**src/gb_bus_pkg.sv**
```systemverilog
// --------------------------------------------------
// memory map, register addresses and sizes for the
// DMG bus glue; DMG mode only, no colour registers
// --------------------------------------------------

package gb_bus_pkg;

	// --------------------------------------------------
	// bus types
	typedef logic [15:0] addr_t;      // cpu address
	typedef logic [7:0]  byte_t;      // data byte
	typedef logic [4:0]  irq_bits_t;  // vblank, lcd, timer, serial, joypad (bit 0 first)

	// --------------------------------------------------
	// io register addresses
	localparam addr_t ADDR_JOYP     = 16'hFF00;  // P1
	localparam addr_t ADDR_SB       = 16'hFF01;  // serial data
	localparam addr_t ADDR_SC       = 16'hFF02;  // serial control
	localparam addr_t ADDR_IF       = 16'hFF0F;
	localparam addr_t ADDR_BOOT_OFF = 16'hFF50;  // boot overlay off
	localparam addr_t ADDR_IE       = 16'hFFFF;

	// interrupt vectors, 40 + 8 * priority level
	localparam byte_t IRQ_VEC_BASE = 8'h40;
	localparam byte_t IRQ_VEC_STEP = 8'h08;
	localparam byte_t IRQ_VEC_NONE = 8'h55;  // ack with nothing pending

	localparam byte_t OPEN_BUS       = 8'hFF;
	localparam byte_t FAST_BOOT_FLAG = 8'h42;  // seen by the boot code in FF50

	// --------------------------------------------------
	// ram sizes
	localparam int ZP_AW   = 7;   // 127 used bytes at FF80
	localparam int IRAM_AW = 13;  // 8 KB at C000, echoed at E000

	// serial timer, about 8 kHz shift clock from clk_cpu
	localparam logic [8:0] SER_DIV_LOAD = 9'd511;
	localparam logic [3:0] SER_BITS     = 4'd8;

endpackage

```
**src/gb_io_regs.sv**
```systemverilog
// --------------------------------------------------
// joypad select and internal-clock serial timer
// no link partner, so only the timing of a transfer
// is modelled; external clock mode never finishes
// --------------------------------------------------
`timescale 1ns/10ps

module gb_io_regs (
	input  logic              clk_cpu,
	input  logic              reset_r,
	input  logic              wr_joyp,
	input  logic              wr_sc,
	input  gb_bus_pkg::byte_t cpu_do,
	input  logic [3:0]        joy_din,
	output logic [1:0]        joy_p54,
	output gb_bus_pkg::byte_t joy_do,
	output gb_bus_pkg::byte_t sc_do,
	output logic              serial_irq
);

	logic [1:0] p54;
	logic       sc_start;   // SC bit 7
	logic       sc_clk;     // SC bit 0, internal clock
	logic [8:0] ser_div;
	logic [3:0] ser_cnt;    // bits left

	// --------------------------------------------------
	// joypad select
	always_ff @(posedge clk_cpu) begin
		if (reset_r)
			p54 <= 2'b11;  // nothing selected
		else if (wr_joyp)
			p54 <= cpu_do[5:4];
	end

	assign joy_p54 = p54;
	assign joy_do  = {2'b11, p54, joy_din};

	// --------------------------------------------------
	// serial timer
	always_ff @(posedge clk_cpu) begin
		if (reset_r) begin
			sc_start   <= 1'b0;
			sc_clk     <= 1'b0;
			ser_div    <= '0;
			ser_cnt    <= '0;
			serial_irq <= 1'b0;
		end else begin
			serial_irq <= 1'b0;  // one cycle pulse
			if (wr_sc) begin
				sc_start <= cpu_do[7];
				sc_clk   <= cpu_do[0];
				if (cpu_do[7]) begin
					ser_div <= gb_bus_pkg::SER_DIV_LOAD;
					ser_cnt <= gb_bus_pkg::SER_BITS;
				end
			end else if (sc_start && sc_clk) begin
				ser_div <= ser_div - 9'd1;  // wraps to 511
				if (ser_div == 9'd0 && ser_cnt != 4'd0)
					ser_cnt <= ser_cnt - 4'd1;
				if (ser_cnt == 4'd0) begin
					serial_irq <= 1'b1;  // transfer done
					sc_start   <= 1'b0;
				end
			end
		end
	end

	assign sc_do = {sc_start, 6'h3F, sc_clk};

	// a transfer ends only by completion or by a cpu write
	assert property (@(posedge clk_cpu) disable iff (reset_r)
		$fell(sc_start) |-> serial_irq || $past(wr_sc))
		else $error("serial start bit dropped without irq or write");

endmodule

```
**config.mk**
```make
export PLATFORM = sky130hd
export DESIGN_NAME = gb_io_regs
export DESIGN_NICKNAME = d
export VERILOG_FILES = /design/src/gb_bus_pkg.sv /design/src/gb_io_regs.sv
export SDC_FILE = /design/constraint.sdc
export NUM_CORES = 1
export LEC_CHECK = 0
export ABC_AREA = 1
export BUFFER_PORTS_ARGS = -buffer_cell sky130_fd_sc_hd__buf_4
export CORE_AREA = 3 3 67 50
export CTS_CLUSTER_SIZE = 28
export DETAILED_ROUTE_END_ITERATION = 6
export DIE_AREA = 0 0 70 53
export PLACE_DENSITY = 0.68
export SYNTH_ARGS = -nofsm -noshare
export SYNTH_HDL_FRONTEND = slang
export SYNTH_SLANG_ARGS = --single-unit
```
**constraint.sdc**
```tcl
create_clock -name clk_cpu -period 3.46 [get_ports clk_cpu]
set_clock_uncertainty 0.15 [all_clocks]
set_input_delay 0.173 -clock clk_cpu [delete_from_list [all_inputs] [get_ports clk_cpu]]
set_output_delay 0.173 -clock clk_cpu [all_outputs]
set_load 0.01 [all_outputs]
```
Word-level counts from Yosys, hierarchy flattened
Index checks and enable logic that the tools add are counted.

operators by class
  $add $sub $neg = 2
  $mul = 0
  divide/modulo/power cells = 0
  magnitude comparators = 0
  eq/ne operators = 1
  shift operators = 0
  multiplexer cells = 11
  bitwise gates (word level) = 1
  reduce and logical (&&, ||, !) cells = 12

operator list
  operator                                           number
  2-to-1 mux 9 bit                                   3
  2-to-1 mux 4 bit                                   4
  zero test 9 bit                                    1
  subtractor 9 x 1 -> 9 bit (second input constant)  1
  nonzero test 2 bit                                 3
  zero test 4 bit                                    1
  2-to-1 mux 1 bit                                   4
  AND reduction 2 bit                                2
  nonzero test 4 bit                                 1
  subtractor 4 x 1 -> 4 bit (second input constant)  1
  AND reduction 3 bit                                1
  OR reduction 3 bit                                 1
  logical AND 1 bit                                  2
  != test 2 x 1 -> 1 bit (second input constant)     1
  NOT 1 bit                                          1

word-level totals
  bits in registers = 18
  latch bits = 0
  RAM bits = 0
  ROM bits = 0
  word-level logic and storage cells = 33
  memories = 0

Longest topological paths before layout
  depth in word-level cells = 5
  depth in mapped cells = 10
  depth with buffers taken out = 10

Worst setup path before layout
Ideal clock, no wire load.

  path kind = register to register
  start = reg ser_div[0]
  end = reg ser_div[8]
  library setup time = 0.109 ns
  data arrival time = 1.159 ns
  required time = 3.201 ns
  setup slack = 2.042 ns
  stages on the path, launching flop included = 10
  period minus slack after synthesis = 1.418 ns
  cell sequence = dfxtp_1 inv_1 ha_1 nand3_1 inv_1 nand2_2 o21ai_1 nand3_1 nand2_1 inv_1

on the way
  word-level cells in the longest chain between the ends = 3

RTL lines
  item                       RTL line          RTL
  start, declared            gb_io_regs.sv:24  logic [8:0] ser_div;
  start signal, assigned     gb_io_regs.sv:54  ser_div <= gb_bus_pkg::SER_DIV_LOAD;
  start signal, assigned     gb_io_regs.sv:58  ser_div <= ser_div - 9'd1;
  subtractor 9 x 1 -> 9 bit  gb_io_regs.sv:58
  2-to-1 mux 9 bit           gb_io_regs.sv:57  end else if (sc_start && sc_clk) begin
  2-to-1 mux 9 bit           gb_io_regs.sv:50  if (wr_sc) begin

No other way between the ends. The select of a mux whose other input is x is not followed.
A chain may end at the register's enable or synchronous reset.

Final worst setup path
Same ends and word-level chain as after synthesis.

==> impl_metrics.csv <==
group,metric,value,unit
sta,tns,0,ns
cts,cts_tree,"built",
worst_setup_path,worstSetupStartpointType,"flop",
sta,rsz0062_at_grt,"false",
placement,portBuffers,14,
floorplan,io_pins,35,
power,power_switching_share,0.2872,
logic_synthesis,yosysSeqAreaShare,0.3345,
sta,final_hold_viol_count,0,
final_layout,syn_to_final_growth,13.70,%
worst_setup_path,crit_family,"simple AND/OR/NAND/NOR gates",
job,maxCapViolCount,0,
power,combPwrFrac,0.194,
cts,post_cts_resized,0,
cts,clk_pin_slew,0.07,ns
run_status,status,"completed",
cts,postCtsHoldBufs,4,
cts,root_buffer,"clkbuf_8",
global_route,antenna_found_initial,0,
logic_synthesis,synth-simple-area-share,0.3043,
cts,cts_buffers,3,
min_path,holdCritPathClass,"in2reg",
final_layout,post-route-util,0.4434,
logic_synthesis,ys_types,26,
final_layout,seq_area,360.3,um2
sta,clock.fmax,0.6148,GHz
logic_synthesis,synthAdderAreaFrac,0.03484,
detailed_routing,postRouteAntennaNets,0,
sta,period_share,0.4701,
logic_synthesis,yosys_warnings,0,
worst_setup_path,crit_top_cell,"inv_1",
logic_synthesis,synth_area_per_cell,7.430,um2
placement,place_ws,1.872,ns
detailed_routing,drt_wl_total,2.240,mm
global_route,grt_max_degree,12,
floorplan,initial_core_util,0.3899,
worst_setup_path,critPathSlowestCell,"dfxtp_1",
worst_setup_path,crit_type,"reg2reg",
final_layout,fillers,304,
sta,finalSetupViolCount,0,
sta,fin_crit,1.627,ns
floorplan,fp-row-count,16,
final_layout,fin_nets,177,
cts,htree_levels,1,
power,switchingPower,145.0,uW
cts,ctsLongestPathBuffers,2,
worst_setup_path,slowest_delay,0.31,ns
worst_setup_path,cp_num_buf_inv,3,
worst_setup_path,arrival,1.63,ns
min_path,hp-start,"reset_r",
logic_synthesis,synth-xor-area-share,0.01626,
global_route,grt-ovfl-total,0,
floorplan,core,2763,um2
detailed_routing,drt-initial-drc-count,56,
floorplan,fp.dieW,70,um
global_route,grt_pass1_wl,3.822,mm
power,powerDensity,412.1,nW/um2
logic_synthesis,synthMuxAreaShare,0,
worst_setup_path,cp_max_fo,5,
power,pwr-share-seq,0.461,
worst_setup_path,critical_path_required,3.47,ns
detailed_routing,drc,0,
cts,post_cts_buffers,0,
detailed_routing,dr.pass1.iters,4,
global_route,track_usage,0.1334,
logic_synthesis,ys_seq_elements,18,
logic_synthesis,synth_top_family_by_area,"simple AND/OR/NAND/NOR gates",
placement,globalplace.congestion,0.8494,
sta,drv_slew,0,
power,vdd_drop_max,0.1961,mV
power,power.leakage,0.5641,nW
worst_setup_path,crit_path_cell_trace,"inv_1, ha_1, nand3_1, inv_1, nand2_2, o21ai_1, nand3_1, nand2_1, inv_1",
final_layout,final_cell_mix,"inv_1, nand2_1, dfxtp_1, nor2_1, buf_4",
detailed_routing,vias,921,
floorplan,die_area,3710,um2
power,pwr-share-clk,0.345,
detailed_routing,wl_per_cell,11.61,um
detailed_routing,viasPerCell,4.772,
power,cell_internal_pwr,359.8,uW
logic_synthesis,synthCells,145,
floorplan,die_h,53,um
cts,cts_num_sinks,18,
final_layout,final_common_cell,"inv_1",
cts,clk_latency,0.26,ns
worst_setup_path,cp-startpoint,"ser_div[0]$_SDFFE_PP0P_",
placement,dp.final_hpwl,1.657,mm
final_layout,multiInputGateArea,536.8,um2
final_layout,drive_above_1_share,0.2038,
logic_synthesis,synth_compound_area_frac,0.1150,
worst_setup_path,reg2reg_from,"ser_div[0]$_SDFFE_PP0P_",
sta,hold_slack,0.01470,ns
logic_synthesis,synth_area,1077,um2
sta,setup_ws,1.833,ns
global_route,first_global_vias,884,
final_layout,diodes,0,
worst_setup_path,cp-end-kind,"flop",
## per-layer routing
| metal | part of all wire | track usage |
|---|---|---|
| met1 | 0.45 | 0.1501 |
| met2 | 0.45 | 0.2210 |
| met3 | 0.089 | 0.05693 |
| met4 | 0.0098 | 0.06369 |
| met5 | 0 | 0 |
## flip-flops by register name, summed over array words and instances (netlist names)
name	cells
sc_start	1
ser_div	9
serial_irq	1
ser_cnt	4
sc_clk	1
joy_p54	2
## final cells by class
cell class,instances,share of cell area
flip-flops and latches,18,0.2942
well taps,36,0.03677
clock buffers,4,0.04494
multi-input cells,95,0.4382
inverters,22,0.06742
repair buffers,18,0.1185
## through the flow
step | cells | power, mW | area [um2]
after global routing | 193 | 0.5327 | 1225
final | 193 | 0.5047 | 1225
after floorplan | 152 | 0.3161 | 1104
after global placement | 185 | 0.3262 | 1130
after CTS | 193 | 0.5115 | 1225
after detailed placement | 185 | 0.3302 | 1130
## worst paths after layout
check                           cells past startpoint                 endpoint  slack (ns)
worst max-delay path                                9  ser_div[8]$_SDFFE_PP0P_        1.83
worst min register to register                      2  ser_cnt[1]$_SDFFE_PP0P_        0.33
worst max register to register                      9  ser_div[8]$_SDFFE_PP0P_        1.83
worst min-delay path                                2  ser_cnt[2]$_SDFFE_PP0P_        0.01
## cell families (layout without fill, tap and decap cells)
group,count (synthesis),count (layout)
adder cells (fa/ha/maj),3,3
AND/OR/NAND/NOR,60,60
buffers and inverters,39,44
flip-flops,18,18
XOR/XNOR,2,2
AO/OA/AOI/OAI,22,22
other,1,8
## cells in the mapped netlist
cell | number | area share
conb_1 | 1 | 0.0035
a31oi_1 | 3 | 0.017
ha_1 | 3 | 0.035
inv_2 | 1 | 0.0035
dfxtp_1 | 18 | 0.33
nand4_1 | 2 | 0.012
clkbuf_1 | 1 | 0.0035
o211ai_1 | 1 | 0.0070
buf_4 | 16 | 0.11
o21ai_1 | 3 | 0.014
nand3_4 | 2 | 0.033
nor2_2 | 1 | 0.0058
nor2_1 | 14 | 0.049
nor2_4 | 2 | 0.021
a21oi_2 | 1 | 0.0081
a21oi_1 | 7 | 0.033
o21ai_0 | 6 | 0.028
a221oi_1 | 1 | 0.0081
xnor2_1 | 2 | 0.016
nand2_1 | 19 | 0.066
nand2_4 | 3 | 0.031
inv_1 | 21 | 0.073
nand3_1 | 11 | 0.051
nand2_2 | 3 | 0.017
nand3_2 | 1 | 0.0093
nor3_1 | 2 | 0.0093
## power by group through the flow
| stage | combinational (mW) | clock (mW) | sequential [mW] |
|---|---|---|---|
| 2_1_floorplan | 0.0807 | 0 | 0.235 |
| 3_3_place_gp | 0.0897 | 0 | 0.236 |
| 3_5_place_dp | 0.0931 | 0 | 0.237 |
| 4_1_cts | 0.0979 | 0.181 | 0.233 |
| 5_1_grt | 0.110 | 0.188 | 0.235 |
| 6_report | 0.0977 | 0.174 | 0.233 |
No activity file was read; power rests on OpenSTA's default activity.
