### config.mk
export PLATFORM = sky130hd
export DESIGN_NAME = gb_addr_decode
export DESIGN_NICKNAME = d
export VERILOG_FILES = /design/src/gb_bus_pkg.sv /design/src/gb_addr_decode.sv
export SDC_FILE = /design/constraint.sdc
export NUM_CORES = 1
export LEC_CHECK = 0
export BUFFER_PORTS_ARGS = -buffer_cell sky130_fd_sc_hd__buf_4
export CAP_MARGIN = 5
export CORE_MARGIN = 2
export CORE_UTILIZATION = 39
export DETAILED_ROUTE_END_ITERATION = 12
export MAX_ROUTING_LAYER = met4
export PLACE_DENSITY = 0.91
export SYNTH_ARGS = -nofsm -noshare
export SYNTH_HDL_FRONTEND = slang
export SYNTH_SLANG_ARGS = --single-unit
### constraint.sdc
create_clock -name vclk -period 3.7
set_input_delay 0.37 -clock vclk [all_inputs]
set_output_delay 0.37 -clock vclk [all_outputs]
set_load 0.01 [all_outputs]
### src/gb_bus_pkg.sv
// --------------------------------------------------
// memory map, register addresses and sizes for the
// DMG bus glue; DMG mode only, no colour registers
// --------------------------------------------------

package gb_bus_pkg;

	// --------------------------------------------------
	// bus types
	typedef logic [15:0] addr_t;      // cpu address
	typedef logic [7:0]  byte_t;      // data byte
	typedef logic [4:0]  irq_bits_t;  // vblank, lcd, timer, serial, joypad (bit 0 first)

	// --------------------------------------------------
	// io register addresses
	localparam addr_t ADDR_JOYP     = 16'hFF00;  // P1
	localparam addr_t ADDR_SB       = 16'hFF01;  // serial data
	localparam addr_t ADDR_SC       = 16'hFF02;  // serial control
	localparam addr_t ADDR_IF       = 16'hFF0F;
	localparam addr_t ADDR_BOOT_OFF = 16'hFF50;  // boot overlay off
	localparam addr_t ADDR_IE       = 16'hFFFF;

	// interrupt vectors, 40 + 8 * priority level
	localparam byte_t IRQ_VEC_BASE = 8'h40;
	localparam byte_t IRQ_VEC_STEP = 8'h08;
	localparam byte_t IRQ_VEC_NONE = 8'h55;  // ack with nothing pending

	localparam byte_t OPEN_BUS       = 8'hFF;
	localparam byte_t FAST_BOOT_FLAG = 8'h42;  // seen by the boot code in FF50

	// --------------------------------------------------
	// ram sizes
	localparam int ZP_AW   = 7;   // 127 used bytes at FF80
	localparam int IRAM_AW = 13;  // 8 KB at C000, echoed at E000

	// serial timer, about 8 kHz shift clock from clk_cpu
	localparam logic [8:0] SER_DIV_LOAD = 9'd511;
	localparam logic [3:0] SER_BITS     = 4'd8;

endpackage

### src/gb_addr_decode.sv
// --------------------------------------------------
// address decode, write strobes and read mux
// register reads are combinational, ram data is one
// edge late, so hold the address for two edges
// --------------------------------------------------
`timescale 1ns/10ps

module gb_addr_decode (
	input  gb_bus_pkg::addr_t     cpu_addr,
	input  logic                  cpu_wr,
	input  logic                  irq_ack,
	input  gb_bus_pkg::byte_t     irq_vec,
	input  gb_bus_pkg::irq_bits_t if_do,
	input  gb_bus_pkg::irq_bits_t ie_do,
	input  gb_bus_pkg::byte_t     joy_do,
	input  gb_bus_pkg::byte_t     sc_do,
	input  gb_bus_pkg::byte_t     zp_do,
	input  gb_bus_pkg::byte_t     iram_do,
	input  gb_bus_pkg::byte_t     rom_do,
	input  gb_bus_pkg::byte_t     boot_reg_do,
	output gb_bus_pkg::byte_t     cpu_di,
	output logic                  sel_rom_area,
	output logic                  wr_joyp,
	output logic                  wr_sc,
	output logic                  wr_if,
	output logic                  wr_ie,
	output logic                  wr_boot,
	output logic                  wr_zp,
	output logic                  wr_iram
);

	// --------------------------------------------------
	// region selects
	wire sel_rom  = ~cpu_addr[15];                 // 0000-7FFF
	wire sel_cram = cpu_addr[15:13] == 3'b101;     // cart ram A000-BFFF
	wire sel_iram = (cpu_addr[15:14] == 2'b11) && ~&cpu_addr[13:9];  // C000-FDFF
	wire sel_zp   = (cpu_addr[15:7] == 9'h1FF) && (cpu_addr != gb_bus_pkg::ADDR_IE);

	// single registers
	wire sel_joy  = cpu_addr == gb_bus_pkg::ADDR_JOYP;
	wire sel_sb   = cpu_addr == gb_bus_pkg::ADDR_SB;
	wire sel_sc   = cpu_addr == gb_bus_pkg::ADDR_SC;
	wire sel_if   = cpu_addr == gb_bus_pkg::ADDR_IF;
	wire sel_boot = cpu_addr == gb_bus_pkg::ADDR_BOOT_OFF;
	wire sel_ie   = cpu_addr == gb_bus_pkg::ADDR_IE;

	assign sel_rom_area = sel_rom | sel_cram;  // both go out to the cartridge

	// write strobes, SB has none since there is no link partner
	assign wr_joyp = cpu_wr & sel_joy;
	assign wr_sc   = cpu_wr & sel_sc;
	assign wr_if   = cpu_wr & sel_if;
	assign wr_ie   = cpu_wr & sel_ie;
	assign wr_boot = cpu_wr & sel_boot;
	assign wr_zp   = cpu_wr & sel_zp;
	assign wr_iram = cpu_wr & sel_iram;

	// --------------------------------------------------
	// read mux, first match wins
	always_comb begin
		if (irq_ack)           cpu_di = irq_vec;          // ack cycle returns the vector
		else if (sel_boot)     cpu_di = boot_reg_do;
		else if (sel_if)       cpu_di = {3'b111, if_do};  // unused bits read high
		else if (sel_joy)      cpu_di = joy_do;
		else if (sel_sb)       cpu_di = gb_bus_pkg::OPEN_BUS;
		else if (sel_sc)       cpu_di = sc_do;
		else if (sel_rom_area) cpu_di = rom_do;
		else if (sel_zp)       cpu_di = zp_do;
		else if (sel_iram)     cpu_di = iram_do;
		else if (sel_ie)       cpu_di = {3'b000, ie_do};
		else                   cpu_di = gb_bus_pkg::OPEN_BUS;
	end

	// regions must not overlap, else two blocks take one write
	always_comb begin
		assert final ($onehot0({wr_joyp, wr_sc, wr_if, wr_ie, wr_boot, wr_zp, wr_iram}))
			else $error("more than one write strobe at %h", cpu_addr);
	end

endmodule

Yosys cells after proc, flatten, opt, wreduce, memory -nomap -nowiden
Cells that the tools add are included.
{"block": "word_totals", "regBits": 0, "latchBits": 0, "ram_bits": 0, "mem_bits_ro": 0, "input_bits": 84, "n_memories": 0}
{"block": "classes", "addsub": 0, "multipliers": 0, "n_div": 0, "order_cmp": 0, "n_eq_ne": 10, "n_shift": 0, "mux": 10, "bitwise_logic": 9, "reduce_logical": 4}
{"op": "$eq A16 B16 Y1 const B", "count": 6}
{"op": "$mux W8", "count": 10}
{"op": "$ne A16 B16 Y1 const B", "count": 1}
{"op": "$eq A9 B9 Y1 const B", "count": 1}
{"op": "$and A1 B1 Y1", "count": 7}
{"op": "$reduce_and A5 Y1", "count": 1}
{"op": "$eq A3 B3 Y1 const B", "count": 1}
{"op": "$eq A2 B2 Y1 const B", "count": 1}
{"op": "$logic_and A1 B1 Y1", "count": 2}
{"op": "$logic_not A1 Y1", "count": 1}
{"op": "$not A1 Y1", "count": 1}
{"op": "$or A1 B1 Y1", "count": 1}

Logic depth before layout (Yosys ltp)
{"block": "depth", "word_depth": 12, "ltp_mapped": 7}

Least setup slack after synthesis
Ideal clock, no wire load.
{"block": "synth_path", "path_kind": "input to output", "startpoint": "input cpu_addr[6]", "endpoint": "output cpu_di[6]", "arrival_ns": 1.828, "path_slack_ns": 1.502, "path_stages": 7, "cell_sequence": "and4_1 clkbuf_1 and2_0 nand2_1 nand2_1 or4_1 a31oi_1"}
{"block": "synth_via", "elab_chain_cells": 11, "word_cells_on_any_way": 18, "classes_between": "7 x eq/ne; 10 x mux; 1 x reduce/logical"}
{"element": "start, declared", "line": "gb_addr_decode.sv:9", "rtl": "input gb_bus_pkg::addr_t cpu_addr,"}
{"element": "$eq A16 B16 Y1", "line": "gb_addr_decode.sv:45", "rtl": "wire sel_ie = cpu_addr == gb_bus_pkg::ADDR_IE;"}
{"element": "$mux W8", "line": "gb_addr_decode.sv:70", "rtl": "else if (sel_ie) cpu_di = {3'b000, ie_do};"}
{"element": "$mux W8", "line": "gb_addr_decode.sv:69", "rtl": "else if (sel_iram) cpu_di = iram_do;"}
{"element": "$mux W8", "line": "gb_addr_decode.sv:68", "rtl": "else if (sel_zp) cpu_di = zp_do;"}
{"element": "$mux W8", "line": "gb_addr_decode.sv:67", "rtl": "else if (sel_rom_area) cpu_di = rom_do;"}
{"element": "$mux W8", "line": "gb_addr_decode.sv:66", "rtl": "else if (sel_sc) cpu_di = sc_do;"}
{"element": "$mux W8", "line": "gb_addr_decode.sv:65", "rtl": "else if (sel_sb) cpu_di = gb_bus_pkg::OPEN_BUS;"}
{"element": "$mux W8", "line": "gb_addr_decode.sv:64", "rtl": "else if (sel_joy) cpu_di = joy_do;"}
{"element": "$mux W8", "line": "gb_addr_decode.sv:63", "rtl": "else if (sel_if) cpu_di = {3'b111, if_do};"}
{"element": "$mux W8 *", "line": "gb_addr_decode.sv:62", "rtl": "else if (sel_boot) cpu_di = boot_reg_do;"}
{"element": "$mux W8 *", "line": "gb_addr_decode.sv:61", "rtl": "if (irq_ack) cpu_di = irq_vec;"}
{"element": "end, declared", "line": "gb_addr_decode.sv:21", "rtl": "output gb_bus_pkg::byte_t cpu_di,"}
Mark *: on every way between the ends. The rest lies on a longest branch, timed or not.

Worst setup path in the final report
{"block": "layout_path", "startpoint": "input cpu_addr[11]", "endpoint": "output cpu_di[5]"}
{"block": "layout_via", "elab_chain_cells": 12, "word_cells_on_any_way": 22, "classes_between": "8 x eq/ne; 10 x mux; 4 x reduce/logical"}
{"element": "branches (longest 10 deep; another with $eq A16 B16 Y1)"}
{"element": "$mux W8 *", "line": "gb_addr_decode.sv:62"}
{"element": "$mux W8 *", "line": "gb_addr_decode.sv:61"}
Every way passes the cells marked *.

==> reports/summary.json <==
{
  "status": "finished, final reports clean",
  "yosysWarnings": 0,
  "route.detailed.wl_per_inst_um": 14.0,
  "final_setup_tns_ns": 0,
  "grt_first_pass_wirelength_mm": 5.87,
  "min_delay_path_depth": 3,
  "row_count": 17,
  "fmax_mhz": 393,
  "die_x_um": 51.4,
  "multiInputGateArea_um2": 817,
  "final.hold.worst_slack_ns": 1.05,
  "finalHoldViolCount": 0,
  "setup.worst_path.start": "cpu_addr[11]",
  "detailedPlace.worstSlack_ns": 1.14,
  "drv_slew": 0,
  "fin_nets": 328,
  "seqCellArea_um2": 0,
  "required_ns": 3.33,
  "cts-resized-gates": 0,
  "arrival_ns": 2.17,
  "boundaryPins": 100,
  "syn-mean-instance-area_um2": 5.87,
  "final_common_cell": "sky130_fd_sc_hd__buf_4",
  "pd_cells_nw_per_um2": 87.9,
  "flops_and_latches": 0,
  "synth_seq_area_share_pct": 0,
  "die_area_um2": 2640,
  "layout.clock_buffers": 0,
  "grt_pass1_vias": 1329,
  "mappedNetlistArea_um2": 875,
  "dpl.hpwl_mm": 3.27,
  "total_routing_usage_reported_by_global_routing_pct": 28.8,
  "area_growth_pct": 85.8,
  "initialDrtViolationCount": 47,
  "critPathLaunchType": "input pin",
  "drt-pass1-iter-count": 4,
  "routed_wl_mm": 3.77,
  "cp_capture_point": "cpu_di[5]",
  "layout.cells.most_common_list": "sky130_fd_sc_hd__buf_4, sky130_fd_sc_hd__nor2_1, sky130_fd_sc_hd__nand2_1, sky130_fd_sc_hd__o21ai_0, sky130_fd_sc_hd__nand3_1",
  "rsz_0062_raised_after_global_routing": "no",
  "post-layout-total-power_w": 0.000143,
  "crit_type": "in2out",
  "crit_path_max_fanout": 9,
  "avgViaCountPerCell": 5.60,
  "vdd.ir_drop.worst_mv": 0.0651,
  "fin_crit_sh_pct": 68.7,
  "synth_cell_type_count": 38,
  "die_h_um": 51.4,
  "timing.final.ws_setup_ns": 1.16,
  "fin_crit_ns": 2.54,
  "holdCritPathClass": "in2out",
  "setup_viol": 0,
  "timing.slew.headroom_pct": 53.7,
  "ratio_of_cells_with_drive_above_1_in_the_final_layout_pct": 45.9,
  "num_antenna_cells": 0,
  "worstMarginPinSlew_ns": 0.689,
  "hold_buffers": 0,
  "cts_setup_buffers": 0,
  "post_synth_inst_count": 149,
  "gpl.final_weighted_congestion": 0.897,
  "grt_antenna_before_repair": 0,
  "effective_utilization_at_floorplan_pct": 40.3,
  "overflow": 0,
  "setup.worst_path.end_class": "primary output",
  "core_area_um2": 2170,
  "detail_route.drc_violations": 0,
  "total_leakage_power_nw": 0.746,
  "synth_fp_nets": 233,
  "numPortBuffers": 100,
  "num-fill-cells": 208,
  "detailroute.via_count": 1512,
  "cap_viol_max_count": 0,
  "grt_start_max_net_pins": 13,
  "ant_nets": 0
}
cells in the mapped netlist (all sizes together):
master	instances	area share (%)
nor2	24	10
nand2	15	6.4
nand3	12	8.3
o21ai	12	6.9
a21oi	9	5.1
nor4	8	6.4
a2bb2oi	7	7.0
a211oi	6	5.1
nor3	6	4.0
or3	6	4.3
clkbuf	5	2.1
inv	5	2.1
o21a	4	3.4
a31oi	3	2.1
and3	3	2.7
and4	3	3.3
or4	3	2.6
a211o	2	2.0
a21o	2	1.7
and2	2	1.4
buf	2	1.9
o221a	2	2.6
a2111oi	1	1.7
a22oi	1	0.86
clkinv	1	0.43
nand2b	1	0.72
nand4	1	0.72
nand4b	1	1.0
o41ai	1	1.9
or2	1	0.72
cell type report:
cell class,instances,share of cell area (%)
Inverter,6,1.39
Multi-Input combinational cell,136,50.3
Tap cell,28,2.16
Timing Repair Buffer,100,46.2
layer usage:
| metal | track usage [%] | wire (um) | up-vias | share of wire, % |
|---|---|---|---|---|
| met1 | 37.4 | 1530 | 681 | 41 |
| met4 | 2.63 | 29 | 0 | 0.77 |
| li1 | - | - | 765 | - |
| met3 | 1.46 | 240 | 4 | 6.4 |
| met5 | - | 0 | - | 0 |
| met2 | 51.5 | 1970 | 62 | 52 |
how the worst min path moves through the flow:
stage,startpoint,end
global route,cpu_wr,wr_if
global placement,cpu_wr,wr_if
CTS,cpu_wr,wr_if
detailed placement,cpu_wr,wr_if
floorplan,cpu_wr,wr_if
finish,cpu_wr,wr_if
critical path: stages:
cell and delay, ns:
sky130_fd_sc_hd__buf_4 0.08, sky130_fd_sc_hd__and4_4 0.26, sky130_fd_sc_hd__nand3_4 0.12, sky130_fd_sc_hd__or4_1 0.68, sky130_fd_sc_hd__or3_1 0.36, sky130_fd_sc_hd__o21ai_0 0.08, sky130_fd_sc_hd__a31oi_1 0.06, sky130_fd_sc_hd__buf_4 0.16
metrics by stage:
stage                     util (%)  cell area, um2  std cells
after global placement        74.9            1630        270
after floorplan                  -             875        149
after detailed placement      74.9            1630        270
final                         74.9            1630        270
after CTS                     74.9            1630        270
after global routing          74.9            1630        270
where the power goes:
part | internal, W | switching [W]
Clock | 0 | 0
Sequential | 0 | 0
Combinational | 0.0000884 | 0.0000545
Total | 0.0000884 | 0.0000545
cells by family after synthesis:
kind of cell	share of synthesized area (%)
AND/OR/NAND/NOR	52.9
AO/OA/AOI/OAI	40.5
buffers and inverters	6.58
Note: power is estimated with default switching activity, not from simulation.
