## src/gb_bus_pkg.sv

```systemverilog
// --------------------------------------------------
// memory map, register addresses and sizes for the
// DMG bus glue; DMG mode only, no colour registers
// --------------------------------------------------

package gb_bus_pkg;

	// --------------------------------------------------
	// bus types
	typedef logic [15:0] addr_t;      // cpu address
	typedef logic [7:0]  byte_t;      // data byte
	typedef logic [4:0]  irq_bits_t;  // vblank, lcd, timer, serial, joypad (bit 0 first)

	// --------------------------------------------------
	// io register addresses
	localparam addr_t ADDR_JOYP     = 16'hFF00;  // P1
	localparam addr_t ADDR_SB       = 16'hFF01;  // serial data
	localparam addr_t ADDR_SC       = 16'hFF02;  // serial control
	localparam addr_t ADDR_IF       = 16'hFF0F;
	localparam addr_t ADDR_BOOT_OFF = 16'hFF50;  // boot overlay off
	localparam addr_t ADDR_IE       = 16'hFFFF;

	// interrupt vectors, 40 + 8 * priority level
	localparam byte_t IRQ_VEC_BASE = 8'h40;
	localparam byte_t IRQ_VEC_STEP = 8'h08;
	localparam byte_t IRQ_VEC_NONE = 8'h55;  // ack with nothing pending

	localparam byte_t OPEN_BUS       = 8'hFF;
	localparam byte_t FAST_BOOT_FLAG = 8'h42;  // seen by the boot code in FF50

	// --------------------------------------------------
	// ram sizes
	localparam int ZP_AW   = 7;   // 127 used bytes at FF80
	localparam int IRAM_AW = 13;  // 8 KB at C000, echoed at E000

	// serial timer, about 8 kHz shift clock from clk_cpu
	localparam logic [8:0] SER_DIV_LOAD = 9'd511;
	localparam logic [3:0] SER_BITS     = 4'd8;

endpackage

```

## src/gb_irq_ctrl.sv

```systemverilog
// --------------------------------------------------
// IF/IE registers and interrupt vector
// event inputs are levels, an IF bit sets two edges
// after a rise; cpu writes win over events and ack
// --------------------------------------------------
`timescale 1ns/10ps

module gb_irq_ctrl (
	input  logic                  clk_cpu,
	input  logic                  reset_r,
	input  logic                  vblank_irq,
	input  logic                  video_irq,
	input  logic                  timer_irq,
	input  logic                  serial_irq,
	input  logic [3:0]            joy_din,
	input  logic                  irq_ack,
	input  logic                  wr_if,
	input  logic                  wr_ie,
	input  gb_bus_pkg::byte_t     cpu_do,
	output gb_bus_pkg::irq_bits_t if_do,
	output gb_bus_pkg::irq_bits_t ie_do,
	output gb_bus_pkg::byte_t     irq_vec,
	output logic                  irq_n
);

	gb_bus_pkg::irq_bits_t if_r;
	gb_bus_pkg::irq_bits_t ie_r;
	gb_bus_pkg::irq_bits_t if_next;
	gb_bus_pkg::irq_bits_t pend;
	gb_bus_pkg::irq_bits_t win_mask;
	logic [3:0] ev_s1, ev_s2;    // sync stage, compare stage
	logic [3:0] joy_s1, joy_s2;
	logic       ack_d;
	logic [2:0] win_idx;
	logic       win_hit;

	wire [3:0] ev_in   = {serial_irq, timer_irq, video_irq, vblank_irq};
	wire [3:0] ev_rise = ev_s1 & ~ev_s2;
	wire       joy_fall = |(~joy_s1 & joy_s2);   // any line pulled low
	wire       ack_fall = ack_d & ~irq_ack;

	assign pend = if_r & ie_r;

	// --------------------------------------------------
	// priority pick where the lowest index wins
	always_comb begin
		win_idx = 3'd0;
		win_hit = 1'b0;
		for (int i = 4; i >= 0; i--) begin
			if (pend[i]) begin
				win_idx = 3'(i);
				win_hit = 1'b1;
			end
		end
		win_mask = win_hit ? gb_bus_pkg::irq_bits_t'(5'b00001 << win_idx) : '0;
		irq_vec  = win_hit ? gb_bus_pkg::IRQ_VEC_BASE
			+ gb_bus_pkg::IRQ_VEC_STEP * gb_bus_pkg::byte_t'(win_idx)
			: gb_bus_pkg::IRQ_VEC_NONE;
	end

	// clear first so an event on the ack edge is kept
	always_comb begin
		if_next = if_r;
		if (ack_fall)
			if_next = if_next & ~win_mask;
		if_next = if_next | {joy_fall, ev_rise};
		if (wr_if)
			if_next = cpu_do[4:0];  // cpu write overrides
	end

	always_ff @(posedge clk_cpu) begin
		if (reset_r) begin
			ev_s1  <= '0;
			ev_s2  <= '0;
			joy_s1 <= 4'hF;  // lines idle high
			joy_s2 <= 4'hF;
			ack_d  <= 1'b0;
			if_r   <= '0;
			ie_r   <= '0;
		end else begin
			ev_s1  <= ev_in;
			ev_s2  <= ev_s1;
			joy_s1 <= joy_din;
			joy_s2 <= joy_s1;
			ack_d  <= irq_ack;
			if_r   <= if_next;
			if (wr_ie)
				ie_r <= cpu_do[4:0];
		end
	end

	assign if_do = if_r;
	assign ie_do = ie_r;
	assign irq_n = ~|pend;

	// ack clears the bit it vectored to unless the same event fires again
	assert property (@(posedge clk_cpu) disable iff (reset_r)
		ack_fall && !wr_if && !(|(win_mask & {joy_fall, ev_rise}))
		|=> !(|(if_r & $past(win_mask))))
		else $error("acknowledged IF bit not cleared");

endmodule

```

## config.mk

```make
export PLATFORM = sky130hd
export DESIGN_NAME = gb_irq_ctrl
export DESIGN_NICKNAME = d
export VERILOG_FILES = /design/src/gb_bus_pkg.sv /design/src/gb_irq_ctrl.sv
export SDC_FILE = /design/constraint.sdc
export NUM_CORES = 1
export LEC_CHECK = 0
export ABC_AREA = 1
export BUFFER_PORTS_ARGS = -buffer_cell sky130_fd_sc_hd__buf_2
export CORE_MARGIN = 10
export CORE_UTILIZATION = 42
export CTS_CLUSTER_DIAMETER = 60
export CTS_CLUSTER_SIZE = 40
export DETAILED_ROUTE_END_ITERATION = 8
export GPL_TIMING_DRIVEN = 1
export PLACE_DENSITY = 0.73
export SLEW_MARGIN = 0
export SYNTH_ARGS = -nofsm -noshare
export SYNTH_HDL_FRONTEND = slang
export SYNTH_SLANG_ARGS = --single-unit
```

## constraint.sdc

```tcl
create_clock -name clk_cpu -period 0.8 [get_ports clk_cpu]
set_input_delay 0.12 -clock clk_cpu [delete_from_list [all_inputs] [get_ports clk_cpu]]
set_output_delay 0.12 -clock clk_cpu [all_outputs]
set_load 0.03 [all_outputs]
```

=== Word level (Yosys, flattened, before mapping) ===
Cells that the tools add are included.

* Bits in registers: 27
* Input port bits: 21

* Shift operators: 1
* Reductions and logical operators: 3
* Multiplexer cells: 14
* Bitwise gates (word level): 10
* $add $sub $neg: 1

{| class="wikitable"
|+ Operators by type and width
! cell !! number
|-
| 3-bit two-way mux || 5
|-
| 5-bit two-way mux || 3
|-
| 5-bit bitwise AND || 2
|-
| 7-bit by 6-bit adder with 8-bit output, first input constant || 1
|-
| 4-bit bitwise AND || 2
|-
| 8-bit two-way mux || 1
|-
| 4-bit inverter || 2
|-
| 1-bit two-way mux || 5
|-
| 5-bit inverter || 1
|-
| 5-bit bitwise OR || 1
|-
| 5-bit OR reduction || 1
|-
| 1-bit by 3-bit << shifter with 5-bit output, first input constant || 1
|-
| 4-bit OR reduction || 1
|-
| 1-bit bitwise AND || 1
|-
| 1-bit zero test || 1
|-
| 1-bit inverter || 1
|}

=== Longest topological paths before layout ===
* Word-level depth: 13
* Depth in mapped cells: 8

=== Worst setup path before layout ===
OpenSTA, ideal clock, no wires.

* Kind: register -> output
* From: register if_r[2], in the netlist if_do[2]
* To: output irq_vec[2]
* Data arrival time: 1689 ps
* Slack: -1009 ps
* Path buffers: 1
* Cell stages (with the launch flop): 5
* Required time: 680 ps
* Cells stage by stage: dfxtp_1 -> nand2_1 -> nand2_2 -> nor3_1 -> buf_4

* Word-level cells in the longest chain between the ends: 5

{| class="wikitable"
|+ RTL lines
! what !! line !! text
|-
| from (decl) || gb_irq_ctrl.sv:26 || <nowiki>gb_bus_pkg::irq_bits_t if_r;</nowiki>
|-
| from (signal assigned) || gb_irq_ctrl.sv:86 || <nowiki>if_r <= if_next;</nowiki>
|-
| 5-bit bitwise AND || gb_irq_ctrl.sv:42 || <nowiki>assign pend = if_r & ie_r;</nowiki>
|-
| 1-bit two-way mux (3 in series) || gb_irq_ctrl.sv:50 || <nowiki>if (pend[i]) begin</nowiki>
|-
| 8-bit two-way mux || gb_irq_ctrl.sv:56 || <nowiki>irq_vec = win_hit ? gb_bus_pkg::IRQ_VEC_BASE</nowiki>
|-
| to (decl) || gb_irq_ctrl.sv:22 || <nowiki>output gb_bus_pkg::byte_t irq_vec,</nowiki>
|}

No other way between the ends.

=== Worst setup path after layout ===
* From: register if_r[1], in the netlist if_do[1]
* To: output irq_vec[3]

* Word-level cells in the longest chain between the ends: 5
* Elaborated cells between the ends (all ways): 7
* Those cells by class: add/sub: 1; mux: 5; bitwise: 1

{| class="wikitable"
|+ RTL lines
! what !! line !! text
|-
| 5-bit bitwise AND * || gb_irq_ctrl.sv:42 ||
|-
| 3-bit two-way mux (2 in series) || gb_irq_ctrl.sv:50 ||
|-
| 7-bit by 6-bit adder with 8-bit output || gb_irq_ctrl.sv:57 || <nowiki>+ gb_bus_pkg::IRQ_VEC_STEP * gb_bus_pkg::byte_t'(win_idx)</nowiki>
|-
| 8-bit two-way mux * || gb_irq_ctrl.sv:56 ||
|}

Mark *: on every way between the ends. The rest lies on a longest branch, timed or not.

==> results.md <==
- GR Overflow Total: 0
- Vias in the first global route: 1053
- Skew final: 2.34 ps
- Crit path DAT: between 1000 and 1500 ps
- Syn avg cell area: 7.56 um^2
- Crit path max-delay cell type: dfxtp_4
- Final WL: 3090 um
- CTS tree: yes
- Ys flop type: dfxtp_1
- Max incr delay on CP: 390 ps
- Fin worst setup slack: -564 ps
- Clk buf depth: 2
- CTS buffer count: 3
- Ant diodes: 0
- MaxCap Viol Count: 0
- Sw frac: a little under a third
- Sw Pwr: 871 uW
- Post-DP HPWL: 1950 um
- Launching element type of the critical path: flop
- Worst path bufs/invs: 3
- Combinational fraction of design power: 29.7%
- Clk slew on worst S/H paths: ~130 ps
- Mapped Cells: ~140
- FILL cells: 177
- Crit path time final: between 1000 and 1500 ps
- Power per cell area: 1570 nW/um^2
- Critical Path End Type: output port
- Max Fclk: 733 MHz
- Area growth from synthesis to layout: 76.1%
- Worst path cell trace: nand2_4, buf_4, nand2_2, nand2_2, inv_2, buf_6
- Reg-to-reg setup timing slack: -520 ps
- Top cells by count, synth: dfxtp_1 (27), nor2_1 (27), inv_1 (21)
- Worst Setup Path Type: flop to output port
- Sink Count: 27
- Die extent in y: 69.8 um
- Hold Slack: ~0.11 ps
- Syn. warnings: 0
- Post-layout net count: ~230
- Synth top area share: 51.8%
- Sequential Power Share: 50.7%
- Async set-reset flop share out of synthesis: 0%
- Internal: 2.02 mW
- Layout cells sized above 1: 54.9%
- Wire length per cell: 13.1 um
- Worst-case vdd ir drop: roughly 1.4 mV
- Antenna Violating Nets Remaining: 0
- Placer Congestion: about 0.8
- Main area contributors after synthesis: dfxtp_1 (52%), nor2_1 (9.7%), inv_1 (7.6%)
- Via count: roughly 1100
- H-tree Lvls: 1
- Final Hold Fails: 0
- Synth area leader: dfxtp_1
- RSZ-0062 raised after global routing: yes
- Finished Core Util: 75.6%
- CTS root buf: clkbuf_4
- Die Wd: 69.8 um
- Initial drt markers: 36
- Final Setup Violations: 27
- First-pass GRT wire length: around 4500 um
- Placeable Area: 2430 um^2
- CP dominant cell by count: nand2_2
- Post-Synthesis Cell Area: 1040 um^2
- Detailed-route DRC error count: 0
- Hold Crit Class: input pin to flop
- EDFF count, synth: 0
- Largest net degree at the start of global routing: 15
- P_leak: 0.931 nW
- Overall Global Routing Usage: 10.6%
- Delay-heaviest family, CP: flip-flops
- Placed cells: 213
- Ports: 40
- Tot Pwr: ~2.9 mW
- DR vias/cell: roughly 4.7
- Cell area after layout: 1840 um^2
- Clock Power Share: between 10% and 20%
- Full die area: 4880 um^2
- Port Buffers: 33
- Starting density of the core: 42.9%
- Seq/Total Area, Yosys: 51.8%
- FF+latch count, synth: 27
- Status: complete, but fails checks
- Initial antenna violation count: 0
- Fin. max-slew vios: 0
- DR pass1 iterations: 4
- Dpl cell area: between 1000 and 1500 um^2
- Clock latency on the worst-skew pair: 310 ps
- Num rows: 18
- Worst-path fanout max: 3
- Netlist cell types: 18
- Layout Cells excl Fill: 236
- Final cycle utilization of the critical path: 171%
- Worst EP required: just under 700 ps
- Failing checks: negative setup slack
-- registers in the layout, summed over array words and instances, names as in the netlist --
| register | flops |
|---|---|
| ie_do | 5 |
| ack_d | 1 |
| ev_s2 | 4 |
| joy_s2 | 4 |
| ev_s1 | 4 |
| joy_s1 | 4 |
| if_do | 5 |
-- metal layers --
metal	track usage, %	up-vias	share of wire (%)	wire, um
met1	10.4	509	37	1150
li1	-	552	-	-
met5	0	-	0	0
met2	20.2	32	57	1750
met3	3.00	6	4.4	137
met4	4.17	0	1.8	57
-- cells by family (layout without fill, tap and decap cells) --
kind of cell	after synthesis	after routing	synth area share (%)
AO/OA/AOI/OAI	22	22	11.0
AND/OR/NAND/NOR	59	59	24.7
flip-flops	27	27	51.8
other	2	3	0.720
buffers and inverters	28	95	11.8
-- path summary, 6_finish.rpt --
check / start / end / cells after the start
worst min-delay path: timer_irq / ev_s1[2] / 3
worst max-delay path: if_do[1] / irq_vec[3] / 6
worst min register to register: ev_s1[1] / ev_s2[1] / 2
worst max register to register: if_do[2] / if_do[4] / 8
-- power groups by stage --
stage               Sequential (mW)  Clock (mW)  Combinational (mW)
floorplan                      1.57           0               0.302
global placement               1.49           0               0.574
detailed placement             1.49           0               0.585
CTS                            1.47       0.572               0.757
global route                   1.48       0.623               0.921
finish                         1.47       0.567               0.860
-- cell type report --
type	instances	area, um^2	share of cell area [%]
clock buffers	4	26.3	1.43
inverters	22	85.1	4.63
multi-input cells	84	515	28.0
flip-flops and latches	27	573	31.2
well taps	30	37.5	2.04
repair buffers	69	601	32.7
-- worst min-delay path, delay by kind of cell --
family	cells	cell delay (ps)
buf+inv	2	130
simple gates	1	30
-- cell usage in the layout, fill, tap and decap left out --
cell type / Yosys / layout
nor3_1: 3 / 1
buf_2: 2 / 16
nand2_1: 18 / 10
nand2_4: 1 / 7
nor2_2: 0 / 1
a31oi_4: 0 / 1
inv_2: 1 / 5
nand4_1: 1 / 1
nor2_1: 27 / 26
a21oi_1: 5 / 3
inv_4: 0 / 1
dfxtp_2: 0 / 2
o21ai_2: 0 / 7
clkbuf_1: 0 / 1
nand2_8: 0 / 1
dfxtp_4: 0 / 8
inv_1: 21 / 16
or2_2: 5 / 5
clkbuf_4: 0 / 3
conb_1: 2 / 3
o21ai_1: 1 / 1
dlygate4sd3_1: 0 / 7
buf_4: 4 / 18
nor3_2: 0 / 1
dfxtp_1: 27 / 17
a21oi_2: 1 / 3
nand2_2: 4 / 5
buf_6: 0 / 28
o21ai_0: 14 / 7
nor3_4: 0 / 1
-- stage by stage --
| stage | setup WS (ps) | setup TNS (ps) |
|---|---|---|
| 2_1_floorplan | -409 | -1840 |
| 3_3_place_gp | -207 | -1570 |
| 3_5_place_dp | -226 | -1790 |
| 4_1_cts | -527 | -6800 |
| 5_1_grt | -637 | -9010 |
| 6_report | -564 | -7890 |
-- repair_timing --
action	in CTS	in global routing
hold buffers	6	1
buffers inserted	9	12
endpoints found under the setup margin	22	26
pin swaps	9	10
gates resized for setup	50	28
hold endpoints to repair	6	1
(Power assumes the default switching activity.)
