File: config.mk
export PLATFORM = sky130hd
export DESIGN_NAME = gb_boot_ctrl
export DESIGN_NICKNAME = d
export VERILOG_FILES = /design/src/gb_bus_pkg.sv /design/src/gb_boot_ctrl.sv
export SDC_FILE = /design/constraint.sdc
export NUM_CORES = 1
export LEC_CHECK = 0
export BUFFER_PORTS_ARGS = -buffer_cell sky130_fd_sc_hd__buf_2
export CORE_AREA = 2 2 39 41
export CTS_BUF_LIST = sky130_fd_sc_hd__clkbuf_8
export DETAILED_ROUTE_END_ITERATION = 8
export DIE_AREA = 0 0 41 43
export GPL_TIMING_DRIVEN = 0
export PLACE_DENSITY = 0.86
export SLEW_MARGIN = 0
export SYNTH_ARGS = -nofsm -noshare
export SYNTH_HDL_FRONTEND = slang
export SYNTH_SLANG_ARGS = --single-unit
File: constraint.sdc
create_clock -name clk_cpu -period 2.9 [get_ports clk_cpu]
set_input_delay 0.29 -clock clk_cpu [delete_from_list [all_inputs] [get_ports clk_cpu]]
set_output_delay 0.29 -clock clk_cpu [all_outputs]
set_load 0.02 [all_outputs]
File: src/gb_bus_pkg.sv
// --------------------------------------------------
// memory map, register addresses and sizes for the
// DMG bus glue; DMG mode only, no colour registers
// --------------------------------------------------

package gb_bus_pkg;

	// --------------------------------------------------
	// bus types
	typedef logic [15:0] addr_t;      // cpu address
	typedef logic [7:0]  byte_t;      // data byte
	typedef logic [4:0]  irq_bits_t;  // vblank, lcd, timer, serial, joypad (bit 0 first)

	// --------------------------------------------------
	// io register addresses
	localparam addr_t ADDR_JOYP     = 16'hFF00;  // P1
	localparam addr_t ADDR_SB       = 16'hFF01;  // serial data
	localparam addr_t ADDR_SC       = 16'hFF02;  // serial control
	localparam addr_t ADDR_IF       = 16'hFF0F;
	localparam addr_t ADDR_BOOT_OFF = 16'hFF50;  // boot overlay off
	localparam addr_t ADDR_IE       = 16'hFFFF;

	// interrupt vectors, 40 + 8 * priority level
	localparam byte_t IRQ_VEC_BASE = 8'h40;
	localparam byte_t IRQ_VEC_STEP = 8'h08;
	localparam byte_t IRQ_VEC_NONE = 8'h55;  // ack with nothing pending

	localparam byte_t OPEN_BUS       = 8'hFF;
	localparam byte_t FAST_BOOT_FLAG = 8'h42;  // seen by the boot code in FF50

	// --------------------------------------------------
	// ram sizes
	localparam int ZP_AW   = 7;   // 127 used bytes at FF80
	localparam int IRAM_AW = 13;  // 8 KB at C000, echoed at E000

	// serial timer, about 8 kHz shift clock from clk_cpu
	localparam logic [8:0] SER_DIV_LOAD = 9'd511;
	localparam logic [3:0] SER_BITS     = 4'd8;

endpackage

File: src/gb_boot_ctrl.sv
// --------------------------------------------------
// boot rom overlay and cartridge steering
// boot rom covers 0000-00FF until FF50 bit 0 is set
// cart strobes follow cpu_rd and cpu_wr directly
// --------------------------------------------------
`timescale 1ns/10ps

module gb_boot_ctrl (
	input  logic              clk_cpu,
	input  logic              reset_r,
	input  gb_bus_pkg::addr_t cpu_addr,
	input  logic              cpu_rd,
	input  logic              cpu_wr,
	input  gb_bus_pkg::byte_t cpu_do,
	input  logic              wr_boot,
	input  logic              sel_rom_area,
	input  logic              fast_boot,
	input  gb_bus_pkg::byte_t cart_do,
	input  gb_bus_pkg::byte_t boot_rom_data,
	output gb_bus_pkg::byte_t rom_do,
	output gb_bus_pkg::byte_t boot_reg_do,
	output logic              cart_rd,
	output logic              cart_wr,
	output logic [7:0]        boot_rom_addr
);

	logic boot_on;  // overlay active

	// one-way switch, only reset turns it back on
	always_ff @(posedge clk_cpu) begin
		if (reset_r)
			boot_on <= 1'b1;
		else if (wr_boot && cpu_do[0])
			boot_on <= 1'b0;
	end

	wire boot_area = cpu_addr[15:8] == 8'h00;  // first 256 bytes

	assign rom_do        = (boot_area && boot_on) ? boot_rom_data : cart_do;
	assign boot_reg_do   = (fast_boot && boot_on) ? gb_bus_pkg::FAST_BOOT_FLAG
		: gb_bus_pkg::OPEN_BUS;
	assign boot_rom_addr = cpu_addr[7:0];

	// cart sees rom and cart ram cycles, overlay or not
	assign cart_rd = sel_rom_area & cpu_rd;
	assign cart_wr = sel_rom_area & cpu_wr;

endmodule

### Word-level counts from Yosys, hierarchy flattened

Cells that the tools add are included.
W data, S select, Z words.

* output and inout bits: 26
* word-level logic and storage cells: 9
* input port bits: 47
* bits in registers: 1

* reduce and logical (&&, ||, !) cells: 4
* muxes and demuxes: 2
* bitwise gates (word level): 2

Operator list (count)
* $mux W8: 2
* $logic_not A8 Y1: 1
* $logic_and A1 B1 Y1: 3
* $and A1 B1 Y1: 2

### Logic depth before layout (Yosys ltp)

Gate-level depths: netlist of run 1.

* depth after elaboration: 3
* gate-level depth with buffers: 3
* gate-level depth less buffers: 3

### Least setup slack after synthesis of run 1

Ideal clock, no wire load.

* path type: input -> output
* start point: input cpu_addr[13]
* end point: output rom_do[0]
* required time: 2.610 ns
* data arrival time: 1.182 ns
* path buffers: 0
* stages on the path: 3
* slack: 1.428 ns
* path through: nor4_2 -> nand4_2 -> mux2_2

* word-level cells in the longest chain between the ends: 3

Ends and longest elaborated chain
* start: declaration: line gb_boot_ctrl.sv:11 `input gb_bus_pkg::addr_t cpu_addr,`
* $logic_not A8 Y1: line gb_boot_ctrl.sv:37 `wire boot_area = cpu_addr[15:8] == 8'h00;`
* $logic_and A1 B1 Y1: line gb_boot_ctrl.sv:39 `assign rom_do = (boot_area && boot_on) ? boot_rom_data : cart_do;`
* $mux W8: line gb_boot_ctrl.sv:39
* end: declaration: line gb_boot_ctrl.sv:20 `output gb_bus_pkg::byte_t rom_do,`

Every way passes these cells.

### Worst setup path after layout of run 1

* start point: input cpu_addr[13]
* end point: output rom_do[6]

The elaborated chain is that of the path after synthesis.

==> flow_metrics.py, run 1 <==
metrics = {
    "floorplan": {
        "core.rowCount": 14,
        "start_util_pct": 20.7,
        "io_pins": 73,
        "dieArea_sq_mm": 0.00176,
        "die_y_um": 43,
        "die_x_um": 41,
        "core_sq_mm": 0.00138,
    },
    "drt": {
        "drt-total-wl_um": 923,
        "avgViaCountPerCell": 3.90,
        "drc_errors": 0,
        "routedWlPerCell_um": 8.71,
        "vias": 413,
        "drtIter0Drc": 0,
        "drt-pass1-iter-count": 1,
        "drtAntennaViolNets": 0,
    },
    "final_layout": {
        "multi_input_area_sq_um": 158,
        "diodes": 0,
        "drive_gt1_share_pct": 88.9,
        "finish.utilization_pct": 42.3,
        "area_growth_pct": 104,
        "final_cell_mix": "buf_2, buf_4, mux2_2",
        "fin_nets": 139,
        "largest_reg_flops": 1,
        "seq_area_sq_um": 20.0,
        "layout.cells.most_common": "buf_2",
        "reg.largest.list": "boot_on (1)",
        "num-fill-cells": 141,
        "largest_register": "boot_on",
    },
    "clock_tree": {
        "clk_latency_ns": 0,
        "ctsResizeCount": 0,
        "clk_pin_slew_ns": 0,
        "postCtsSetupRepairBufs": 0,
        "ctsHoldBuffers": 0,
    },
    "pwr": {
        "leakage_nw": 0.369,
        "total_power_w": 0.000110,
        "ir_drop_v": 0.0000598,
        "switchingPower_w": 0.0000467,
        "internal_power_w": 0.0000631,
        "switching_share_pct": 42.5,
        "clkPwrFrac_pct": 0,
        "cellPowerDensity_mw_per_mm2": 188,
        "combPwrFrac_pct": 85.6,
        "pwr-share-seq_pct": 14.4,
    },
    "worst_setup_path": {
        "cp_max_fo": 8,
        "required_ns": 2.61,
        "slowest_delay_ns": 0.35,
        "cpMaxStageDelayCell": "mux2_2",
        "critical_path_class": "in2out",
        "setup.worst_path.start_class": "input pin",
        "worstPathCellList": "buf_2 -> nor4_2 -> nand4_2 -> mux2_2 -> buf_2",
        "critical_path_arrival_ns": 1.46,
        "cp_common_cell": "buf_2",
        "cp-end-kind": "primary output",
    },
    "yosys": {
        "synth_cell_types": 10,
        "ys_ff_latch": 1,
        "ys_warn_count": 0,
        "synthCells": 34,
        "syn-cell-area_sq_um": 287,
        "syn_area_per_cell_sq_um": 8.43,
        "yosysSeqAreaShare_pct": 6.99,
    },
    "placement": {
        "hpwl_um": 899,
        "io_buffer_count": 55,
        "place.gp.congestion": 0.781,
    },
    "worst_hold_path": {
        "hold_class": "in2reg",
    },
    "grt": {
        "track_usage_pct": 9.39,
        "grt_pass1_wl_um": 1180,
        "grt_pass1_vias": 333,
        "antenna_found_initial": 0,
        "grt_max_degree": 9,
        "overflow": 0,
    },
    "sta": {
        "timing.final.crit_share_pct": 60.4,
        "skew_ns": 0,
        "holdWs_ns": 0.464,
        "max_freq_mhz": 571,
        "setup_violations": 0,
        "tns_ns": 0,
        "slew_violations": 0,
        "rsz0062_at_grt": "no",
        "hold_viol": 0,
        "fin_crit_ns": 1.75,
    },
    "status": {
        "status": "complete, no violations",
    },
    "flow_run": {
        "cap_violations": 0,
    },
}
-- routing by layer --
| layer | GRT usage, % | wire length, um |
|---|---|---|
| met2 | 20.6 | 480 |
| met5 | 0 | 0 |
| met1 | 7.59 | 238 |
| met4 | 0 | 0 |
| met3 | 2.09 | 205 |
-- metrics by stage --
stage / area (sq um) / setup WS, ns / cells
after floorplan: 290 / 1.43 / 35
after global routing: 586 / 1.05 / 106
after CTS: 586 / 1.11 / 106
after detailed placement: 586 / 1.11 / 106
after global placement: 586 / 1.15 / 106
final: 586 / 1.15 / 106
-- synth_stat cells --
cell type   n  area, sq um
dfxtp_1     1         20.0
mux2_2      8         90.1
and2_1      2         12.5
conb_1      1         3.75
buf_4      15          113
nor4_2      1         12.5
a21o_1      1         7.51
nand2_1     2         7.51
nand4_2     1         12.5
nor2_1      2         7.51
-- power groups by stage --
stage	combinational [W]	clock, W	sequential, W
final	0.0000940	0	0.0000158
after global routing	0.000102	0	0.0000160
after CTS	0.0000950	0	0.0000159
after detailed placement	0.0000948	0	0.0000158
after global placement	0.0000933	0	0.0000158
after floorplan	0.0000568	0	0.0000157
-- area by class of cell --
cell class / count / share of cell area [%]
timing repair buffer: 55 / 47.0
multi-input combinational: 19 / 26.9
buffer: 15 / 19.2
sequential: 1 / 3.42
tap: 16 / 3.42
-- path summary, 6_finish.rpt --
check             slack, ns  cells past startpoint         to          from
setup / recovery       1.15                      5  rom_do[6]  cpu_addr[13]
hold / removal         0.46                      2    boot_on       reset_r
setup reg to reg       2.33                      1    boot_on       boot_on
hold reg to reg        0.49                      1    boot_on       boot_on
-- worst max-delay path: cells and delay by family --
family        cells  cell delay (ns)
mux               1             0.35
simple gates      2             0.56
buf+inv           2             0.27
-- logic make-up (layout without fill, tap and decap cells) --
logic type / count (synthesis) / after routing / synth area share (%)
buf+inv: 15 / 70 / 39.3
simple gates: 8 / 8 / 18.3
compound gates: 1 / 1 / 2.62
flops: 1 / 1 / 6.99
mux: 8 / 8 / 31.4
other cells: 1 / 2 / 1.31
Power figures use the tool's default switching activity.
==> inputs of run 2 (changes only) <==
--- a/config.mk
+++ b/config.mk
@@ -5,13 +5,13 @@
 export SDC_FILE = /design/constraint.sdc
 export NUM_CORES = 1
 export LEC_CHECK = 0
+export ABC_AREA = 1
 export BUFFER_PORTS_ARGS = -buffer_cell sky130_fd_sc_hd__buf_2
-export CORE_AREA = 2 2 39 41
+export CORE_UTILIZATION = 23
 export CTS_BUF_LIST = sky130_fd_sc_hd__clkbuf_8
 export DETAILED_ROUTE_END_ITERATION = 8
-export DIE_AREA = 0 0 41 43
 export GPL_TIMING_DRIVEN = 0
-export PLACE_DENSITY = 0.86
+export PLACE_DENSITY = 0.85
 export SLEW_MARGIN = 0
 export SYNTH_ARGS = -nofsm -noshare
 export SYNTH_HDL_FRONTEND = slang
==> constraint.sdc (replaced) <==
create_clock -name clk_cpu -period 1.7 [get_ports clk_cpu]
set_input_delay 0.17 -clock clk_cpu [delete_from_list [all_inputs] [get_ports clk_cpu]]
set_output_delay 0.17 -clock clk_cpu [all_outputs]
set_load 0.02 [all_outputs]
==> flow_metrics.py, run 2 <==
metrics = {
    "status": {
        "status": "complete, no violations",
    },
    "worst_setup_path": {
        "required_ns": 1.53,
        "slowest_delay_ns": 0.40,
        "setup.worst_path.start_class": "input pin",
        "cp-end-kind": "primary output",
        "critical_path_arrival_ns": 1.10,
        "cp_max_fo": 9,
        "cpMaxStageDelayCell": "nor3_4",
        "worstPathCellList": "buf_2 -> nor3_4 -> nand2_4 -> nand2_1 -> nand2_1 -> buf_2",
        "critical_path_class": "in2out",
    },
    "grt": {
        "track_usage_pct": 9.84,
        "grt_pass1_wl_um": 1120,
        "antenna_found_initial": 0,
        "grt_pass1_vias": 299,
        "grt_max_degree": 10,
        "overflow": 0,
    },
    "drt": {
        "drtIter0Drc": 0,
        "drc_errors": 0,
        "drt-total-wl_um": 926,
        "routedWlPerCell_um": 7.29,
        "avgViaCountPerCell": 4.13,
        "vias": 524,
        "drt-pass1-iter-count": 1,
        "drtAntennaViolNets": 0,
    },
    "clock_tree": {
        "ctsResizeCount": 0,
        "clk_pin_slew_ns": 0,
        "clk_latency_ns": 0,
        "postCtsSetupRepairBufs": 0,
        "ctsHoldBuffers": 0,
    },
    "pwr": {
        "ir_drop_v": 0.000186,
        "leakage_nw": 0.430,
        "total_power_w": 0.000194,
        "cellPowerDensity_mw_per_mm2": 312,
    },
    "placement": {
        "hpwl_um": 829,
        "place_ws_ns": 0.408,
        "place_area_sq_um": 622,
        "place.gp.congestion": 0.660,
        "io_buffer_count": 55,
    },
    "floorplan": {
        "core_sq_mm": 0.00130,
        "start_util_pct": 24.9,
        "die_x_um": 39.5,
        "core.rowCount": 13,
        "die_y_um": 39.5,
        "dieArea_sq_mm": 0.00156,
        "io_pins": 73,
    },
    "sta": {
        "setup_slack_ns": 0.433,
        "setup_violations": 0,
        "fin_crit_ns": 1.27,
        "max_freq_mhz": 790,
        "tns_ns": 0,
        "hold_viol": 0,
        "timing.final.crit_share_pct": 74.5,
        "skew_ns": 0,
        "rsz0062_at_grt": "no",
        "slew_violations": 0,
    },
    "yosys": {
        "ys_top_cells_by_count": "nand2_1, buf_4, nand3_1, inv_1, nor2_1",
        "synth.top_cell.area_share_pct": 34.7,
        "synth.largest_area_cell": "buf_4",
        "synth-edff-count": 0,
        "synthFlopType": "dfxtp_1",
        "ys_warn_count": 0,
        "synth_cell_types": 11,
        "yosysSeqAreaShare_pct": 6.18,
        "synthArstFlopShare_pct": 0,
        "syn-cell-area_sq_um": 324,
        "ys_ff_latch": 1,
        "synthCells": 56,
        "netlist_top_cells_area": "buf_4, nand2_1, nand3_1, dfxtp_1, nor3_4",
        "syn_area_per_cell_sq_um": 5.79,
        "yosysMostFrequentCell": "nand2_1",
    },
    "final_layout": {
        "diodes": 0,
        "reg.largest.list": "boot_on (1)",
        "design_area_sq_um": 622,
        "final_cell_mix": "buf_2, nand2_1, buf_4",
        "seq_area_sq_um": 20.0,
        "largest_register": "boot_on",
        "largest_reg_flops": 1,
        "layout.cells.most_common": "buf_2",
        "drive_gt1_share_pct": 65.2,
        "finish.utilization_pct": 47.8,
        "num-fill-cells": 136,
        "multi_input_area_sq_um": 184,
        "fin_nets": 161,
        "area_growth_pct": 91.9,
    },
    "worst_hold_path": {
        "hold_class": "in2reg",
    },
    "flow_run": {
        "cap_violations": 0,
    },
}
==> run 2: cell count changes after synthesis, sizes merged <==
cell	delta
nand2	+21
nor3	+1
inv	+3
nand4	-1
nand3	+8
nor4	-1
and2	-2
nor2	+1
mux2	-8
==> run 2: cells by family (layout without fill, tap and decap cells) <==
logic type             Yosys count  count (layout)  share of synthesized area [%]
buffers and inverters           18              73                           38.2
other                            1               2                           1.16
flip-flops                       1               1                           6.18
AO/OA/AOI/OAI                    1               1                           2.32
AND/OR/NAND/NOR                 35              35                           52.1
==> run 2: stage by stage <==
| step | hold slack, ns | cells |
|---|---|---|
| 6_report | 0.353 | 127 |
| 5_1_grt | 0.374 | 127 |
| 4_1_cts | 0.357 | 127 |
| 3_5_place_dp | 0.357 | 127 |
| 3_3_place_gp | 0.343 | 127 |
| 2_1_floorplan | 0.256 | 57 |
==> run 2: worst paths after layout <==
check / from / end / slack, ns / cells past startpoint
worst min-delay path: reset_r / boot_on / 0.35 / 2
worst max-delay path: cpu_addr[14] / rom_do[3] / 0.43 / 6
worst max register to register: boot_on / boot_on / 1.11 / 1
worst min register to register: boot_on / boot_on / 0.48 / 1
==> run 2: critical path: cells and delay by family <==
kind	cells	cell delay, ns
and+or+nand+nor	4	0.65
buffers and inverters	2	0.26
==> run 2: final cells by class <==
class | instances | share of cell area (%)
tap | 15 | 3.02
buffer | 15 | 18.1
inverter | 3 | 1.81
sequential | 1 | 3.22
timing repair buffer | 55 | 44.3
multi-input combinational | 38 | 29.6
==> run 2: power breakdown <==
part           leakage, nW  switching (W)  internal [W]
combinational        0.422      0.0000869     0.0000801
clock                    0              0             0
sequential         0.00833     0.00000115     0.0000256
total                0.430      0.0000881      0.000106
==> run 2: per-layer routing <==
| layer | up-vias | track usage [%] | part of all wire [%] |
|---|---|---|---|
| met3 | 0 | 1.14 | 15 |
| met5 | - | 0 | 0 |
| li1 | 273 | - | - |
| met1 | 209 | 11.1 | 36 |
| met4 | 0 | 0 | 0 |
| met2 | 42 | 20.1 | 49 |
